===== src/common/vchess_pkg.sv =====
`default_nettype none

package vchess_pkg;

   localparam int BOARD_WIDTH = 256;
   localparam int SIDE_WIDTH = 32;                    // One row of eight squares
   localparam int MAX_MOVES = 64;
   localparam int COLOUR_BIT = 3;                     // Set for black

   typedef logic [3:0] piece_t;
   typedef logic [BOARD_WIDTH-1:0] board_t;
   typedef logic [5:0] square_t;
   typedef logic [12:0] move_t;                       // {capture, from, to}
   typedef logic [63:0] sq_map_t;
   typedef logic [5:0] move_idx_t;
   typedef logic [6:0] move_cnt_t;
   typedef logic [13:0] reg_addr_t;                   // Word index, byte address 15:2
   typedef logic [15:0] axi_addr_t;
   typedef logic [31:0] axi_data_t;
   typedef logic signed [2:0] step_t;

   localparam logic [2:0] KIND_EMPTY = 3'd0;
   localparam logic [2:0] KIND_PAWN = 3'd1;
   localparam logic [2:0] KIND_KNIGHT = 3'd2;
   localparam logic [2:0] KIND_BISHOP = 3'd3;
   localparam logic [2:0] KIND_ROOK = 3'd4;
   localparam logic [2:0] KIND_QUEEN = 3'd5;
   localparam logic [2:0] KIND_KING = 3'd6;

   localparam logic [1:0] RESP_OKAY = 2'b00;

   localparam reg_addr_t REG_CTRL = 14'h00;
   localparam reg_addr_t REG_MOVE_INDEX = 14'h01;
   localparam reg_addr_t REG_SIDE = 14'h02;
   localparam reg_addr_t REG_BOARD0 = 14'h08;
   localparam reg_addr_t REG_BOARD7 = 14'h0F;
   localparam reg_addr_t REG_WATTACK_LO = 14'h80;
   localparam reg_addr_t REG_WATTACK_HI = 14'h81;
   localparam reg_addr_t REG_BATTACK_LO = 14'h82;
   localparam reg_addr_t REG_BATTACK_HI = 14'h83;
   localparam reg_addr_t REG_FLAGS = 14'h84;
   localparam reg_addr_t REG_MOVE_COUNT = 14'h87;
   localparam reg_addr_t REG_MOVE = 14'h88;

   // Row and column steps, clockwise from the first entry
   localparam step_t KNIGHT_DR [8] = '{2, 1, -1, -2, -2, -1, 1, 2};
   localparam step_t KNIGHT_DC [8] = '{1, 2, 2, 1, -1, -2, -2, -1};
   localparam step_t KING_DR [8] = '{1, 1, 0, -1, -1, -1, 0, 1};
   localparam step_t KING_DC [8] = '{0, 1, 1, 1, 0, -1, -1, -1};

   typedef enum logic [1:0] {IDLE, SCAN, FLAGS, DONE} gen_state_t;

endpackage

`default_nettype wire


===== src/common/am_if.sv =====
`timescale 1ns/1ps
`default_nettype none

interface am_if
   import vchess_pkg::*;
   ();

   logic new_board_valid;        // Level, runs on rising edge
   logic clear_moves;
   logic soft_reset;
   board_t board;
   logic white_to_move;
   move_idx_t move_index;

   logic idle;
   logic moves_ready;            // Whole list and maps valid
   logic move_ready;             // Entry at move_index valid
   move_cnt_t move_count;
   move_t move;
   sq_map_t white_attacking;
   sq_map_t black_attacking;
   logic white_in_check;
   logic black_in_check;

   modport ctrl (
      output new_board_valid, clear_moves, soft_reset, board, white_to_move, move_index,
      input idle, moves_ready, move_ready, move_count, move,
      input white_attacking, black_attacking, white_in_check, black_in_check
   );

   modport gen (
      input new_board_valid, clear_moves, soft_reset, board, white_to_move, move_index,
      output idle, moves_ready, move_ready, move_count, move,
      output white_attacking, black_attacking, white_in_check, black_in_check
   );

endinterface

`default_nettype wire


===== src/control/axi4lite_write.sv =====
`timescale 1ns/1ps
`default_nettype none

module axi4lite_write
   import vchess_pkg::*;
   (
   input  logic clk,
   input  logic arst_n,

   input  axi_addr_t axi_awaddr,
   input  logic axi_awvalid,
   output logic axi_awready,
   input  axi_data_t axi_wdata,
   input  logic [3:0] axi_wstrb,
   input  logic axi_wvalid,
   output logic axi_wready,
   output logic [1:0] axi_bresp,
   output logic axi_bvalid,
   input  logic axi_bready,

   output axi_addr_t addr,
   output axi_data_t data,
   output logic valid
   );

   logic aw_full;
   logic w_full;

   assign axi_awready = !aw_full;
   assign axi_wready = !w_full;
   assign axi_bresp = RESP_OKAY;

   always_ff @(posedge clk or negedge arst_n)
      if (!arst_n)
      begin
         aw_full <= 1'b0;
         w_full <= 1'b0;
         valid <= 1'b0;
         axi_bvalid <= 1'b0;
      end
      else
      begin
         if (axi_awvalid && !aw_full)
            aw_full <= 1'b1;
         if (axi_wvalid && !w_full)
            w_full <= 1'b1;
         valid <= aw_full && w_full && !axi_bvalid;    // Once per transfer
         if (aw_full && w_full && !axi_bvalid)
            axi_bvalid <= 1'b1;
         if (axi_bvalid && axi_bready)
         begin
            axi_bvalid <= 1'b0;
            aw_full <= 1'b0;
            w_full <= 1'b0;
         end
      end

   always_ff @(posedge clk)
   begin
      if (axi_awvalid && !aw_full)
         addr <= axi_awaddr;
      if (axi_wvalid && !w_full)
         for (int i = 0; i < 4; i++)
            data[8*i +: 8] <= axi_wstrb[i] ? axi_wdata[8*i +: 8] : 8'h00;  // Unstrobed lanes zero
   end

   a_bvalid_hold: assert property (@(posedge clk) disable iff (!arst_n)
      axi_bvalid && !axi_bready |=> axi_bvalid)
      else $error("bvalid dropped before bready");

endmodule

`default_nettype wire


===== src/control/control.sv =====
`timescale 1ns/1ps
`default_nettype none

module control
   import vchess_pkg::*;
   (
   input  logic clk,
   input  logic arst_n,

   input  axi_addr_t axi_awaddr,
   input  logic axi_awvalid,
   output logic axi_awready,
   input  axi_data_t axi_wdata,
   input  logic [3:0] axi_wstrb,
   input  logic axi_wvalid,
   output logic axi_wready,
   output logic [1:0] axi_bresp,
   output logic axi_bvalid,
   input  logic axi_bready,
   input  axi_addr_t axi_araddr,
   input  logic axi_arvalid,
   output logic axi_arready,
   output axi_data_t axi_rdata,
   output logic [1:0] axi_rresp,
   output logic axi_rvalid,
   input  logic axi_rready,

   am_if.ctrl am
   );

   axi_addr_t wr_addr;
   axi_data_t wr_data;
   logic wr_valid;
   reg_addr_t wr_reg;
   reg_addr_t rd_reg;
   axi_data_t rd_word;

   assign axi_arready = 1'b1;                         // Reads never stall
   assign axi_rresp = RESP_OKAY;
   assign wr_reg = wr_addr[15:2];
   assign rd_reg = axi_araddr[15:2];

   axi4lite_write axi4lite_write_i (
      .clk         (clk),
      .arst_n      (arst_n),
      .axi_awaddr  (axi_awaddr),
      .axi_awvalid (axi_awvalid),
      .axi_awready (axi_awready),
      .axi_wdata   (axi_wdata),
      .axi_wstrb   (axi_wstrb),
      .axi_wvalid  (axi_wvalid),
      .axi_wready  (axi_wready),
      .axi_bresp   (axi_bresp),
      .axi_bvalid  (axi_bvalid),
      .axi_bready  (axi_bready),
      .addr        (wr_addr),
      .data        (wr_data),
      .valid       (wr_valid)
   );

   always_ff @(posedge clk or negedge arst_n)
      if (!arst_n)
      begin
         am.new_board_valid <= 1'b0;
         am.clear_moves <= 1'b0;
         am.soft_reset <= 1'b0;
         am.move_index <= '0;
         am.white_to_move <= 1'b0;
         am.board <= '0;
      end
      else if (wr_valid)
         case (wr_reg) inside
            REG_CTRL:
            begin
               am.new_board_valid <= wr_data[0];
               am.clear_moves <= wr_data[1];
               am.soft_reset <= wr_data[31];
            end
            REG_MOVE_INDEX: am.move_index <= wr_data[5:0];
            REG_SIDE: am.white_to_move <= wr_data[0];
            [REG_BOARD0:REG_BOARD7]: am.board[SIDE_WIDTH*wr_reg[2:0] +: SIDE_WIDTH] <= wr_data;
            default:
            begin
            end
         endcase

   always_comb
   begin
      rd_word = '0;
      case (rd_reg) inside
         REG_CTRL:
         begin
            rd_word[0] = am.new_board_valid;
            rd_word[1] = am.clear_moves;
            rd_word[2] = am.moves_ready;
            rd_word[3] = am.move_ready;
            rd_word[7] = am.idle;
            rd_word[31] = am.soft_reset;
         end
         REG_MOVE_INDEX: rd_word = 32'(am.move_index);
         REG_SIDE: rd_word = 32'(am.white_to_move);
         [REG_BOARD0:REG_BOARD7]: rd_word = am.board[SIDE_WIDTH*rd_reg[2:0] +: SIDE_WIDTH];
         REG_WATTACK_LO: rd_word = am.white_attacking[31:0];
         REG_WATTACK_HI: rd_word = am.white_attacking[63:32];
         REG_BATTACK_LO: rd_word = am.black_attacking[31:0];
         REG_BATTACK_HI: rd_word = am.black_attacking[63:32];
         REG_FLAGS: rd_word = {30'b0, am.black_in_check, am.white_in_check};
         REG_MOVE_COUNT: rd_word = 32'(am.move_count);
         REG_MOVE: rd_word = 32'(am.move);            // Capture, from, to
         default: rd_word = '0;
      endcase
   end

   always_ff @(posedge clk or negedge arst_n)
      if (!arst_n)
      begin
         axi_rvalid <= 1'b0;
         axi_rdata <= '0;
      end
      else
      begin
         if (axi_rready)
            axi_rvalid <= 1'b0;
         if (axi_arvalid)
         begin
            axi_rdata <= rd_word;
            axi_rvalid <= 1'b1;
         end
      end

   // One read outstanding at a time
   a_one_read: assert property (@(posedge clk) disable iff (!arst_n)
      axi_rvalid && !axi_rready |-> !axi_arvalid)
      else $error("read issued while previous data not taken");

endmodule

`default_nettype wire


===== src/movegen/move_gen.sv =====
`timescale 1ns/1ps
`default_nettype none

module move_gen
   import vchess_pkg::*;
   (
   input  logic clk,
   input  logic arst_n,
   am_if.gen am
   );

   gen_state_t state;
   square_t sq;
   square_t tsq;
   square_t wk_sq;
   square_t bk_sq;
   logic [2:0] dir;
   logic nbv_q;
   logic start;
   logic step_en;
   piece_t p;
   piece_t tp;
   step_t dr;
   step_t dc;
   logic signed [4:0] t_row;
   logic signed [4:0] t_col;
   logic on_board;
   logic is_mover;
   logic own_side;
   logic tgt_empty;
   logic tgt_enemy;
   logic attack;
   logic append;
   logic king_here;
   logic wk_found;
   logic bk_found;
   move_idx_t idx_q;
   move_t move_list [MAX_MOVES];

   assign start = am.new_board_valid && !nbv_q;      // Rising level
   assign step_en = (state == SCAN) && !am.clear_moves && !am.soft_reset && !start;

   assign p = am.board[4*sq +: 4];
   assign is_mover = (p[2:0] == KIND_KNIGHT) || (p[2:0] == KIND_KING);
   assign dr = (p[2:0] == KIND_KNIGHT) ? KNIGHT_DR[dir] : KING_DR[dir];
   assign dc = (p[2:0] == KIND_KNIGHT) ? KNIGHT_DC[dir] : KING_DC[dir];
   assign t_row = $signed({2'b00, sq[5:3]}) + 5'(dr);
   assign t_col = $signed({2'b00, sq[2:0]}) + 5'(dc);
   assign on_board = (t_row[4:3] == 2'b00) && (t_col[4:3] == 2'b00);
   assign tsq = {t_row[2:0], t_col[2:0]};

   assign tp = am.board[4*tsq +: 4];
   assign tgt_empty = (tp[2:0] == KIND_EMPTY);
   assign tgt_enemy = !tgt_empty && (tp[COLOUR_BIT] != p[COLOUR_BIT]);
   assign own_side = (p[COLOUR_BIT] == !am.white_to_move);

   assign attack = step_en && is_mover && on_board;
   assign append = attack && own_side && (tgt_empty || tgt_enemy) &&
                   (am.move_count < MAX_MOVES);
   assign king_here = step_en && (p[2:0] == KIND_KING) && (dir == 3'd0);

   assign am.idle = (state == IDLE);
   assign am.moves_ready = (state == DONE);
   assign am.move_ready = (state == DONE) && (idx_q == am.move_index);

   always_ff @(posedge clk or negedge arst_n)
      if (!arst_n)
      begin
         state <= IDLE;
         sq <= '0;
         dir <= '0;
         nbv_q <= 1'b0;
         am.move_count <= '0;
         am.white_attacking <= '0;
         am.black_attacking <= '0;
         am.white_in_check <= 1'b0;
         am.black_in_check <= 1'b0;
         wk_found <= 1'b0;
         bk_found <= 1'b0;
      end
      else
      begin
         nbv_q <= am.new_board_valid;
         if (am.clear_moves || am.soft_reset)
         begin
            state <= IDLE;
            am.move_count <= '0;
         end
         else if (start)
         begin
            state <= SCAN;
            sq <= '0;
            dir <= '0;
            am.move_count <= '0;
            am.white_attacking <= '0;
            am.black_attacking <= '0;
            am.white_in_check <= 1'b0;
            am.black_in_check <= 1'b0;
            wk_found <= 1'b0;
            bk_found <= 1'b0;
         end
         else
            case (state)
               SCAN:
               begin
                  if (attack && p[COLOUR_BIT])
                     am.black_attacking[tsq] <= 1'b1;
                  if (attack && !p[COLOUR_BIT])
                     am.white_attacking[tsq] <= 1'b1;
                  if (append)
                     am.move_count <= am.move_count + 7'd1;
                  if (king_here && p[COLOUR_BIT])
                     bk_found <= 1'b1;
                  if (king_here && !p[COLOUR_BIT])
                     wk_found <= 1'b1;
                  dir <= dir + 3'd1;
                  if (dir == 3'd7)
                  begin
                     sq <= sq + 6'd1;
                     if (sq == 6'd63)
                        state <= FLAGS;
                  end
               end
               FLAGS:
               begin
                  am.white_in_check <= wk_found && am.black_attacking[wk_sq];
                  am.black_in_check <= bk_found && am.white_attacking[bk_sq];
                  state <= DONE;
               end
               default:
               begin
               end
            endcase
      end

   always_ff @(posedge clk)
   begin
      if (append)
         move_list[am.move_count[5:0]] <= {tgt_enemy, sq, tsq};
      if (king_here && p[COLOUR_BIT])
         bk_sq <= sq;
      if (king_here && !p[COLOUR_BIT])
         wk_sq <= sq;
      am.move <= move_list[am.move_index];           // Registered read
      idx_q <= am.move_index;
   end

   // Board and side are read directly while scanning
   a_board_stable: assert property (@(posedge clk) disable iff (!arst_n)
      state == SCAN |-> $stable(am.board) && $stable(am.white_to_move))
      else $error("board or side changed during a scan");

endmodule

`default_nettype wire


===== src/source/chess_ctrl_top.sv =====
`timescale 1ns/1ps
`default_nettype none

module chess_ctrl_top
   import vchess_pkg::*;
   (
   input  logic clk,
   input  logic arst_n,

   input  axi_addr_t axi_awaddr,
   input  logic axi_awvalid,
   output logic axi_awready,
   input  axi_data_t axi_wdata,
   input  logic [3:0] axi_wstrb,
   input  logic axi_wvalid,
   output logic axi_wready,
   output logic [1:0] axi_bresp,
   output logic axi_bvalid,
   input  logic axi_bready,
   input  axi_addr_t axi_araddr,
   input  logic axi_arvalid,
   output logic axi_arready,
   output axi_data_t axi_rdata,
   output logic [1:0] axi_rresp,
   output logic axi_rvalid,
   input  logic axi_rready
   );

   am_if am_i ();

   control control_i (
      .clk         (clk),
      .arst_n      (arst_n),
      .axi_awaddr  (axi_awaddr),
      .axi_awvalid (axi_awvalid),
      .axi_awready (axi_awready),
      .axi_wdata   (axi_wdata),
      .axi_wstrb   (axi_wstrb),
      .axi_wvalid  (axi_wvalid),
      .axi_wready  (axi_wready),
      .axi_bresp   (axi_bresp),
      .axi_bvalid  (axi_bvalid),
      .axi_bready  (axi_bready),
      .axi_araddr  (axi_araddr),
      .axi_arvalid (axi_arvalid),
      .axi_arready (axi_arready),
      .axi_rdata   (axi_rdata),
      .axi_rresp   (axi_rresp),
      .axi_rvalid  (axi_rvalid),
      .axi_rready  (axi_rready),
      .am          (am_i.ctrl)
   );

   move_gen move_gen_i (
      .clk    (clk),
      .arst_n (arst_n),
      .am     (am_i.gen)
   );

endmodule

`default_nettype wire

===== config.mk =====
export PLATFORM = sky130hd
export DESIGN_NAME = chess_ctrl_top
export DESIGN_NICKNAME = d
export VERILOG_FILES = /design/src/common/vchess_pkg.sv /design/src/common/am_if.sv /design/src/control/axi4lite_write.sv /design/src/control/control.sv /design/src/movegen/move_gen.sv /design/src/source/chess_ctrl_top.sv
export SDC_FILE = /design/constraint.sdc
export NUM_CORES = 2
export LEC_CHECK = 0
export ABC_AREA = 1
export BUFFER_PORTS_ARGS = -buffer_cell sky130_fd_sc_hd__buf_2
export CORE_MARGIN = 3
export CORE_UTILIZATION = 52
export CTS_BUF_LIST = sky130_fd_sc_hd__clkbuf_4
export CTS_CLUSTER_SIZE = 20
export DETAILED_ROUTE_END_ITERATION = 16
export PLACE_DENSITY_LB_ADDON = 0.3
export SLEW_MARGIN = 10
export SYNTH_ARGS = -nofsm -noshare
export SYNTH_HDL_FRONTEND = slang
export SYNTH_SLANG_ARGS = --single-unit

===== constraint.sdc =====
create_clock -name clk -period 8.1 [get_ports clk]
set_input_delay 0.81 -clock clk [delete_from_list [all_inputs] [get_ports clk]]
set_output_delay 0.81 -clock clk [all_outputs]
set_load 0.01 [all_outputs]

; ---- Yosys cells after proc, flatten, opt, wreduce, memory -nomap -nowiden
; Memories as Yosys holds them, arrays and structs flattened. A register that Yosys moved wholly into a read port is not among the register bits.
; Index checks and enable logic that the tools add are counted.
[word_totals]
output_inout_bits = 41
memories = 5
mem_bits_rw = 832
rom_bits = 96
regBits = 520
[classes]
n_eq_ne = 23
reduce_logical = 75
shifts = 5
n_lt_le_gt_ge = 10
addsub = 6
bitwise = 7
mux = 109
[memory_table]
columns = name, depth, word_bits, read_ports, rd_clocked_by_memory_dff, wr, line_no
row1 = move_gen_i.move_list, 64, 13, 1, 1, 1, move_gen.sv:38  ; move_t move_list [MAX_MOVES];
row2 = (no name shown), 8, 3, 1, 0, 0, move_gen.sv:45  ; assign dr = (p[2:0] == KIND_KNIGHT) ? KNIGHT_DR[dir] : KING_DR[dir];
row3 = (no name shown), 8, 3, 1, 0, 0, move_gen.sv:46  ; assign dc = (p[2:0] == KIND_KNIGHT) ? KNIGHT_DC[dir] : KING_DC[dir];
row4 = (no name shown), 8, 3, 1, 0, 0, move_gen.sv:46
row5 = (no name shown), 8, 3, 1, 0, 0, move_gen.sv:45
[op_table]
columns = cell, count
row1 = 256-bit by 9-bit indexed part select with 4-bit output, 2
row2 = 64-bit two-way mux, 6
row3 = 256-bit bitwise mux, 1
row4 = "32-bit by 34-bit variable shift with 256-bit output, first input constant", 1
row5 = 256-bit by 9-bit indexed part select with 32-bit output, 1
row6 = 32-bit by 34-bit indexed part select with 256-bit output, 1
row7 = 23-bit two-way mux, 10
row8 = 64-bit OR, 2
row9 = "14-bit by 8-bit equality test with 1-bit output, second input constant", 7
row10 = 3-bit two-way mux, 23
row11 = 4-bit two-way mux, 11
row12 = 1-bit two-way mux, 42
row13 = 8-bit negation with 34-bit output, 1
row14 = "14-bit by 1-bit equality test with 1-bit output, second input constant", 2
row15 = "14-bit by 2-bit equality test with 1-bit output, second input constant", 2
row16 = "14-bit by 4-bit greater-or-equal comparator with 1-bit output, second input constant", 2
row17 = "14-bit by 4-bit less-or-equal comparator with 1-bit output, second input constant", 2
row18 = 1-bit logical AND, 28
row19 = 14-bit logical NOT, 2
row20 = 7-bit two-way mux, 4
row21 = 2-bit nonzero test, 11
row22 = "6-bit by 7-bit < comparator with 1-bit output, second input constant", 3
row23 = 3-bit AND reduction, 7
row24 = 6-bit two-way mux, 3
row25 = other kinds (32), 61

; ---- Depth between registers and ports, before layout
[logic_depth]
word_depth = 17
ltp_mapped = 40
ltp_nobuf = 36

; ---- By module
; From an unflattened synthesis, not the netlist that was laid out.
[hier_totals]
cells_unflattened = 6960
hier_area_um2 = 64598.2
[by_module_without_submodules]
columns = module, n_inst, cells_each, area_each_um2, seq_area_each_um2
row1 = move_gen, 1, 5068, 48221.2, 29503.3
row2 = control, 1, 1751, 14487.6, 7482.2
row3 = axi4lite_write, 1, 141, 1889.3, 1541.5

; ---- Worst setup path after synthesis
; No wires, ideal clock.
[synth_path]
kind = register to register
from = reg move_gen_i.sq[1]
to = mem move_gen_i.move_list[0][12] (netlist name) (data pin)
synth_period_minus_slack_ns = 7.881
n_path_buf = 4
arrival_time_ns = 7.332
t_required_ns = 7.552
slack_ns = 0.219
stages_incl_launch_ff = 32
path_cell_list = dfrtp_1 -> inv_2 -> buf_4 -> a21oi_1 -> o21ai_0 -> nand3_1 -> nand3_1 -> nand2_1 -> nand3_1 -> nand2_1 -> nand3_2 -> nor2_1 -> inv_1 -> nand2_1 -> inv_1 -> ha_1 -> inv_1 -> fa_1 -> buf_2 -> inv_2 -> clkbuf_1 -> clkbuf_1 -> nand2_1 -> nand2_1 -> nand2_1 -> nand3_1 -> nand3_1 -> nand2_1 -> nand2_1 -> nand2_1 -> nor2_1 -> a21oi_1
[synth_via]
elab_chain_cells = 8
[synth_rtl]
columns = item, line_no
row1 = "start, declared", move_gen.sv:13  ; square_t sq;
row2 = "start signal, assigned", move_gen.sv:119  ; sq <= sq + 6'd1;
row3 = 256-bit by 9-bit indexed part select with 4-bit output, move_gen.sv:43  ; assign p = am.board[4*sq +: 4];
row4 = 3-bit by 2-bit equality test with 1-bit output, move_gen.sv:46
row5 = 3-bit two-way mux, move_gen.sv:46
row6 = 4-bit by 3-bit adder with 5-bit output *, move_gen.sv:48  ; assign t_col = $signed({2'b00, sq[2:0]}) + 5'(dc);
row7 = via move_gen_i.t_col[1], move_gen.sv:26  ; logic signed [4:0] t_col;
row8 = 256-bit by 9-bit indexed part select with 4-bit output *, move_gen.sv:52  ; assign tp = am.board[4*tsq +: 4];
row9 = 3-bit logical NOT, move_gen.sv:53  ; assign tgt_empty = (tp[2:0] == KIND_EMPTY);
row10 = 1-bit logical NOT, move_gen.sv:54  ; assign tgt_enemy = !tgt_empty && (tp[COLOUR_BIT] != p[COLOUR_BIT]);
row11 = 1-bit logical AND *, move_gen.sv:54
row12 = via move_gen_i.tgt_enemy, move_gen.sv:31  ; logic tgt_enemy;
row13 = "end, declared", move_gen.sv:38
; The timed path passes the listed nets; every way through them passes the cells marked *.

; ---- Worst setup path in the final report
[layout_path]
from = reg move_gen_i.sq[0]
to = mem move_gen_i.move_list[44][2] (netlist name), enable pin
[layout_via]
elab_chain_cells = 13
[layout_rtl]
columns = item, line_no
row1 = 256-bit by 9-bit indexed part select with 4-bit output, move_gen.sv:43
row2 = 3-bit by 2-bit equality test with 1-bit output, "move_gen.sv:44, move_gen.sv:45, move_gen.sv:46"
row3 = 3-bit two-way mux (on tied branches), "move_gen.sv:46, move_gen.sv:45"
row4 = 4-bit by 3-bit adder with 5-bit output (on tied branches), "move_gen.sv:48, move_gen.sv:47"
row5 = 256-bit by 9-bit indexed part select with 4-bit output, move_gen.sv:52
row6 = 3-bit logical NOT, move_gen.sv:53
row7 = 1-bit logical NOT, move_gen.sv:54
row8 = 1-bit logical AND, move_gen.sv:54
row9 = 1-bit logical OR, move_gen.sv:58  ; assign append = attack && own_side && (tgt_empty || tgt_enemy) &&
row10 = 1-bit logical AND * (2 in a row), move_gen.sv:58
row11 = 1-bit two-way mux *, move_gen.sv:138  ; if (append)
row12 = 1-bit two-way mux (not written as such) *, move_gen.sv:139  ; move_list[am.move_count[5:0]] <= {tgt_enemy, sq, tsq};
; Every way passes the cells marked *; elsewhere a longest branch is shown, timed or not.

==> flow_summary_export.csv <==
group,metric,value,unit
pwr,switching_share,24.72,%
logic_synthesis,post_synth.cell_area_avg,9.285,sq um
logic_synthesis,synth_top_cell_by_area,"sky130_fd_sc_hd__edfxtp_1",
drt,route.final.wire_length,214.9,mm
floorplanning,design.portCount,116,
pwr,power.share.sequential,52.6,%
floorplanning,die_area,128300,sq um
sta,postLayoutSetupSlackWorst,910.0,ps
floorplanning,die_h,358.2,um
pwr,power.net_switching,3531,uW
pwr,p_comb_share,6.1,%
finish,design.final.nets,7307,
logic_synthesis,postSynthCellCount,6947,
placement,place_hpwl,128.6,mm
logic_synthesis,synth-seq-area-share,59.63,%
drt,detail_route.vias_per_cell,6.149,
sta,worst_pin_slew,1311,ps
finish,mostFrequentLayoutCells,"1380 x sky130_fd_sc_hd__nand2_1, 1038 x sky130_fd_sc_hd__o21ai_0, 890 x sky130_fd_sc_hd__edfxtp_1, 715 x sky130_fd_sc_hd__nor2_1, 535 x sky130_fd_sc_hd__clkbuf_4",
global_route,pin_count_of_the_biggest_net_entering_global_routing,175,
worst_setup_path,critPathMostFrequentCell,"sky130_fd_sc_hd__nand2_1",
worst_setup_path,critical_path.top_delay_family,"simple AND/OR/NAND/NOR gates",
floorplanning,core_box_area,122500,sq um
worst_setup_path,critical_path_cell_count,34,
logic_synthesis,post-synth-top-area-fraction,41.43,%
job,cap_viol_max_count,0,
logic_synthesis,synth-warning-count,0,
logic_synthesis,syn_area,64510,sq um
placement,gpl.final_weighted_congestion,1.052,
finish,areaGrowthSynthToFinish,11.99,%
sta,setup_viol,0,
finish,multiInputGateArea,22570,sq um
finish,most_common_cell_after_layout_fill_and_taps_aside,"sky130_fd_sc_hd__nand2_1",
sta,report.final.slew_viol_count,0,
clock_tree,cts_tree,"built",
drt,detailedRoute.firstIterationViolations,7855,
global_route,all_layer_global_routing_usage,33.07,%
sta,post-route-period-util,88.76,%
pwr,leakage,0.02850,uW
drt,wl_per_cell,23.63,um
worst_setup_path,crit_path_max_incr_delay,590,ps
sta,final_worst_path_period_need,7190,ps
clock_tree,cts_made_buffers,362,
drt,firstDrtPassIters,9,
floorplanning,die_x,358.2,um
sta,hold_violations,0,
finish,layout_cell_share_with_drive_strength_beyond_1,13.58,%
logic_synthesis,synth_async_sr_flop_share,33.31,%
run_status,status,"completed",
worst_setup_path,cp.arrival,8160,ps
clock_tree,clk_pin_slew,70,ps
drt,residual_drc_count,0,
logic_synthesis,synth_ff_type,"sky130_fd_sc_hd__edfxtp_1",
min_path,worst_hold_path.num_cells,6,
finish,sequential_cell_area,38500,sq um
worst_setup_path,start_kind,"flop",
worst_setup_path,reg2regPathDepth,34,
clock_tree,ctsLongestPathBuffers,4,
clock_tree,cts_repair_resize_count,0,
floorplanning,starting_density_of_the_core,52.65,%
worst_setup_path,worstSetupEndpointType,"flop",
global_route,grt_first_pass_wirelength,319.7,mm
sta,slew_headroom,11.50,%
logic_synthesis,synth-edff-count,890,
pwr,power.clock.fraction,41.3,%
worst_setup_path,critical_path.slowest_cell,"sky130_fd_sc_hd__dfrtp_4",
logic_synthesis,synthTopCellsByArea,"sky130_fd_sc_hd__edfxtp_1 41%, sky130_fd_sc_hd__dfrtp_1 18%, sky130_fd_sc_hd__o21ai_0 8.1%",
drt,ant_nets,0,
worst_setup_path,cp.required,9070,ps
logic_synthesis,synth_seq_cells,1363,
pwr,vdd_ir_drop_max,0.0002023,V
clock_tree,clkSinkCount,1363,
global_route,vias_in_the_first_global_route,52990,
clock_tree,insertion_delay,1360,ps
floorplanning,core.rowCount,128,
global_route,gr-total-overflow,0,
sta,fin_skew,122.5,ps
pwr,power,14280,uW
logic_synthesis,ys_types,63,
sta,maxClockFrequency,0.1391,GHz
worst_setup_path,kind_of_critical_path,"reg -> reg",
drt,routed-via-count,55930,
finish,fillerInstances,10460,
clock_tree,cts_htree_levels,5,
clock_tree,post-cts-setup-buffer-count,0,
pwr,power.internal,10750,uW
placement,io_buffers,106,
min_path,worstHoldPathType,"in -> reg",
worst_setup_path,crit_path_max_fanout,50,
clock_tree,clock-root-buffer,"sky130_fd_sc_hd__clkbuf_4",
pwr,power_dens_cells,197.7,nW/um^2
sta,whs,152.7,ps
placement,pre_cts_slack,1259,ps
worst_setup_path,cp_num_buf_inv,8,
sta,rsz0062_at_grt,"false",
sta,setup_total_negative_slack,0,ps
global_route,number_of_antenna_violations_at_the_first_check_in_global_routing,11,
layout make-up:
class,instances,area share [%]
Inverter,486,2.553
Tap cell,1625,2.815
Timing Repair Buffer,376,3.970
Clock inverter,78,0.5266
Sequential cell,1363,53.29
Antenna cell,12,0.04157
Multi-Input combinational cell,4620,31.24
Clock buffer,535,5.560
path summary, 6_finish.rpt:
kind / end / slack [ps] / startpoint
setup / recovery: move_gen_i.move_list[44][2] / 910 / move_gen_i.sq[0]
hold / removal: control_i.axi_rdata[3] / 150 / axi_araddr[5]
setup reg to reg: move_gen_i.move_list[44][2] / 910 / move_gen_i.sq[0]
hold reg to reg: move_gen_i.nbv_q / 390 / control_i.am.new_board_valid
max in group asynchronous: control_i.am.move_index[2] / 6430 / arst_n
min in group asynchronous: move_gen_i.am.black_attacking[59] / 160 / arst_n
kinds of logic (layout without fill, tap and decap cells):
logic type | after synthesis | after routing | synth area share, %
simple gates | 2658 | 2658 | 16.76
compound gates | 1892 | 1892 | 16.30
flops | 1363 | 1363 | 59.63
buf+inv | 967 | 1475 | 6.110
mux | 40 | 40 | 0.6828
fa+ha+maj | 23 | 23 | 0.4694
other cells | 2 | 17 | 0.01164
xor+xnor | 2 | 2 | 0.02716
registers in the layout, summed over array words and instances (netlist names), 2 cells and up:
signal                           count
move_gen_i.am.white_attacking       64
control_i.axi4lite_write_i.data     32
move_gen_i.am.black_attacking       64
control_i.axi_rdata                 32
move_gen_i.move_list               832
move_gen_i.bk_sq                     6
control_i.axi4lite_write_i.addr     14
move_gen_i.am.move_count             7
move_gen_i.idx_q                     6
move_gen_i.wk_sq                     6
control_i.am.board                 256
move_gen_i.sq                        6
move_gen_i.dir                       3
move_gen_i.state                     2
move_gen_i.am.move                  13
control_i.am.move_index              6
cell usage after synthesis (6+ instances only):
library cell / n
sky130_fd_sc_hd__edfxtp_1: 890
sky130_fd_sc_hd__inv_2: 13
sky130_fd_sc_hd__nand2_1: 1382
sky130_fd_sc_hd__a21oi_1: 320
sky130_fd_sc_hd__clkinv_1: 9
sky130_fd_sc_hd__o21ai_0: 1038
sky130_fd_sc_hd__o32ai_1: 9
sky130_fd_sc_hd__buf_4: 23
sky130_fd_sc_hd__nand2_2: 8
sky130_fd_sc_hd__dfxtp_1: 19
sky130_fd_sc_hd__a221oi_1: 6
sky130_fd_sc_hd__nand3_1: 393
sky130_fd_sc_hd__o211ai_1: 39
sky130_fd_sc_hd__nand4_1: 12
sky130_fd_sc_hd__o2111ai_1: 12
sky130_fd_sc_hd__mux2_1: 6
sky130_fd_sc_hd__mux2_2: 26
sky130_fd_sc_hd__ha_1: 21
sky130_fd_sc_hd__o21bai_1: 6
sky130_fd_sc_hd__buf_1: 30
sky130_fd_sc_hd__dfrtp_1: 454
sky130_fd_sc_hd__buf_2: 60
sky130_fd_sc_hd__nor2_2: 6
sky130_fd_sc_hd__nor2_1: 723
sky130_fd_sc_hd__mux2i_1: 8
sky130_fd_sc_hd__a211oi_1: 14
sky130_fd_sc_hd__buf_6: 20
sky130_fd_sc_hd__o311ai_0: 6
sky130_fd_sc_hd__a2111oi_0: 13
sky130_fd_sc_hd__clkbuf_1: 348
sky130_fd_sc_hd__nor3_1: 104
sky130_fd_sc_hd__inv_1: 464
sky130_fd_sc_hd__o221ai_1: 39
sky130_fd_sc_hd__o22ai_1: 335
sky130_fd_sc_hd__o31ai_1: 27
sky130_fd_sc_hd__nor3_2: 8
power by group through the flow:
stage	clock, uW	combinational (uW)	sequential (uW)
after floorplan	0	475	7620
after global placement	0	783	7650
after detailed placement	0	796	7650
after CTS	5970	830	7500
after global routing	6370	926	7510
final	5900	872	7510
layer usage:
layer	wire (um)	track usage [%]	vias up
li1	-	-	24900
met1	80500	44.19	26330
met2	93420	48.93	3873
met3	29500	10.39	814
met4	11460	16.44	8
met5	57	0	-
worst min-delay path: stages:
cell and delay [ps]:
sky130_fd_sc_hd__buf_2 110, sky130_fd_sc_hd__nor3_1 90, sky130_fd_sc_hd__nand3_1 220, sky130_fd_sc_hd__o22ai_1 110
sky130_fd_sc_hd__nand2_1 60, sky130_fd_sc_hd__nand2_1 40
through the flow:
step | utilization (%) | cell area, sq um | std cells
6_report | 58.96 | 72240 | 9095
5_1_grt | 58.95 | 72230 | 9091
4_1_cts | 58.92 | 72190 | 9083
3_5_place_dp | 54.64 | 66940 | 8385
3_3_place_gp | 54.64 | 66940 | 8385
2_1_floorplan | - | 64520 | 6950
repair_timing:
| item | 4_1_cts | 5_1_grt |
|---|---|---|
| endpoints found under the setup margin | 0 | 0 |
| hold buffers | 85 | 0 |
| endpoints found under the hold margin | 151 | 0 |
Power figures use the tool's default switching activity.
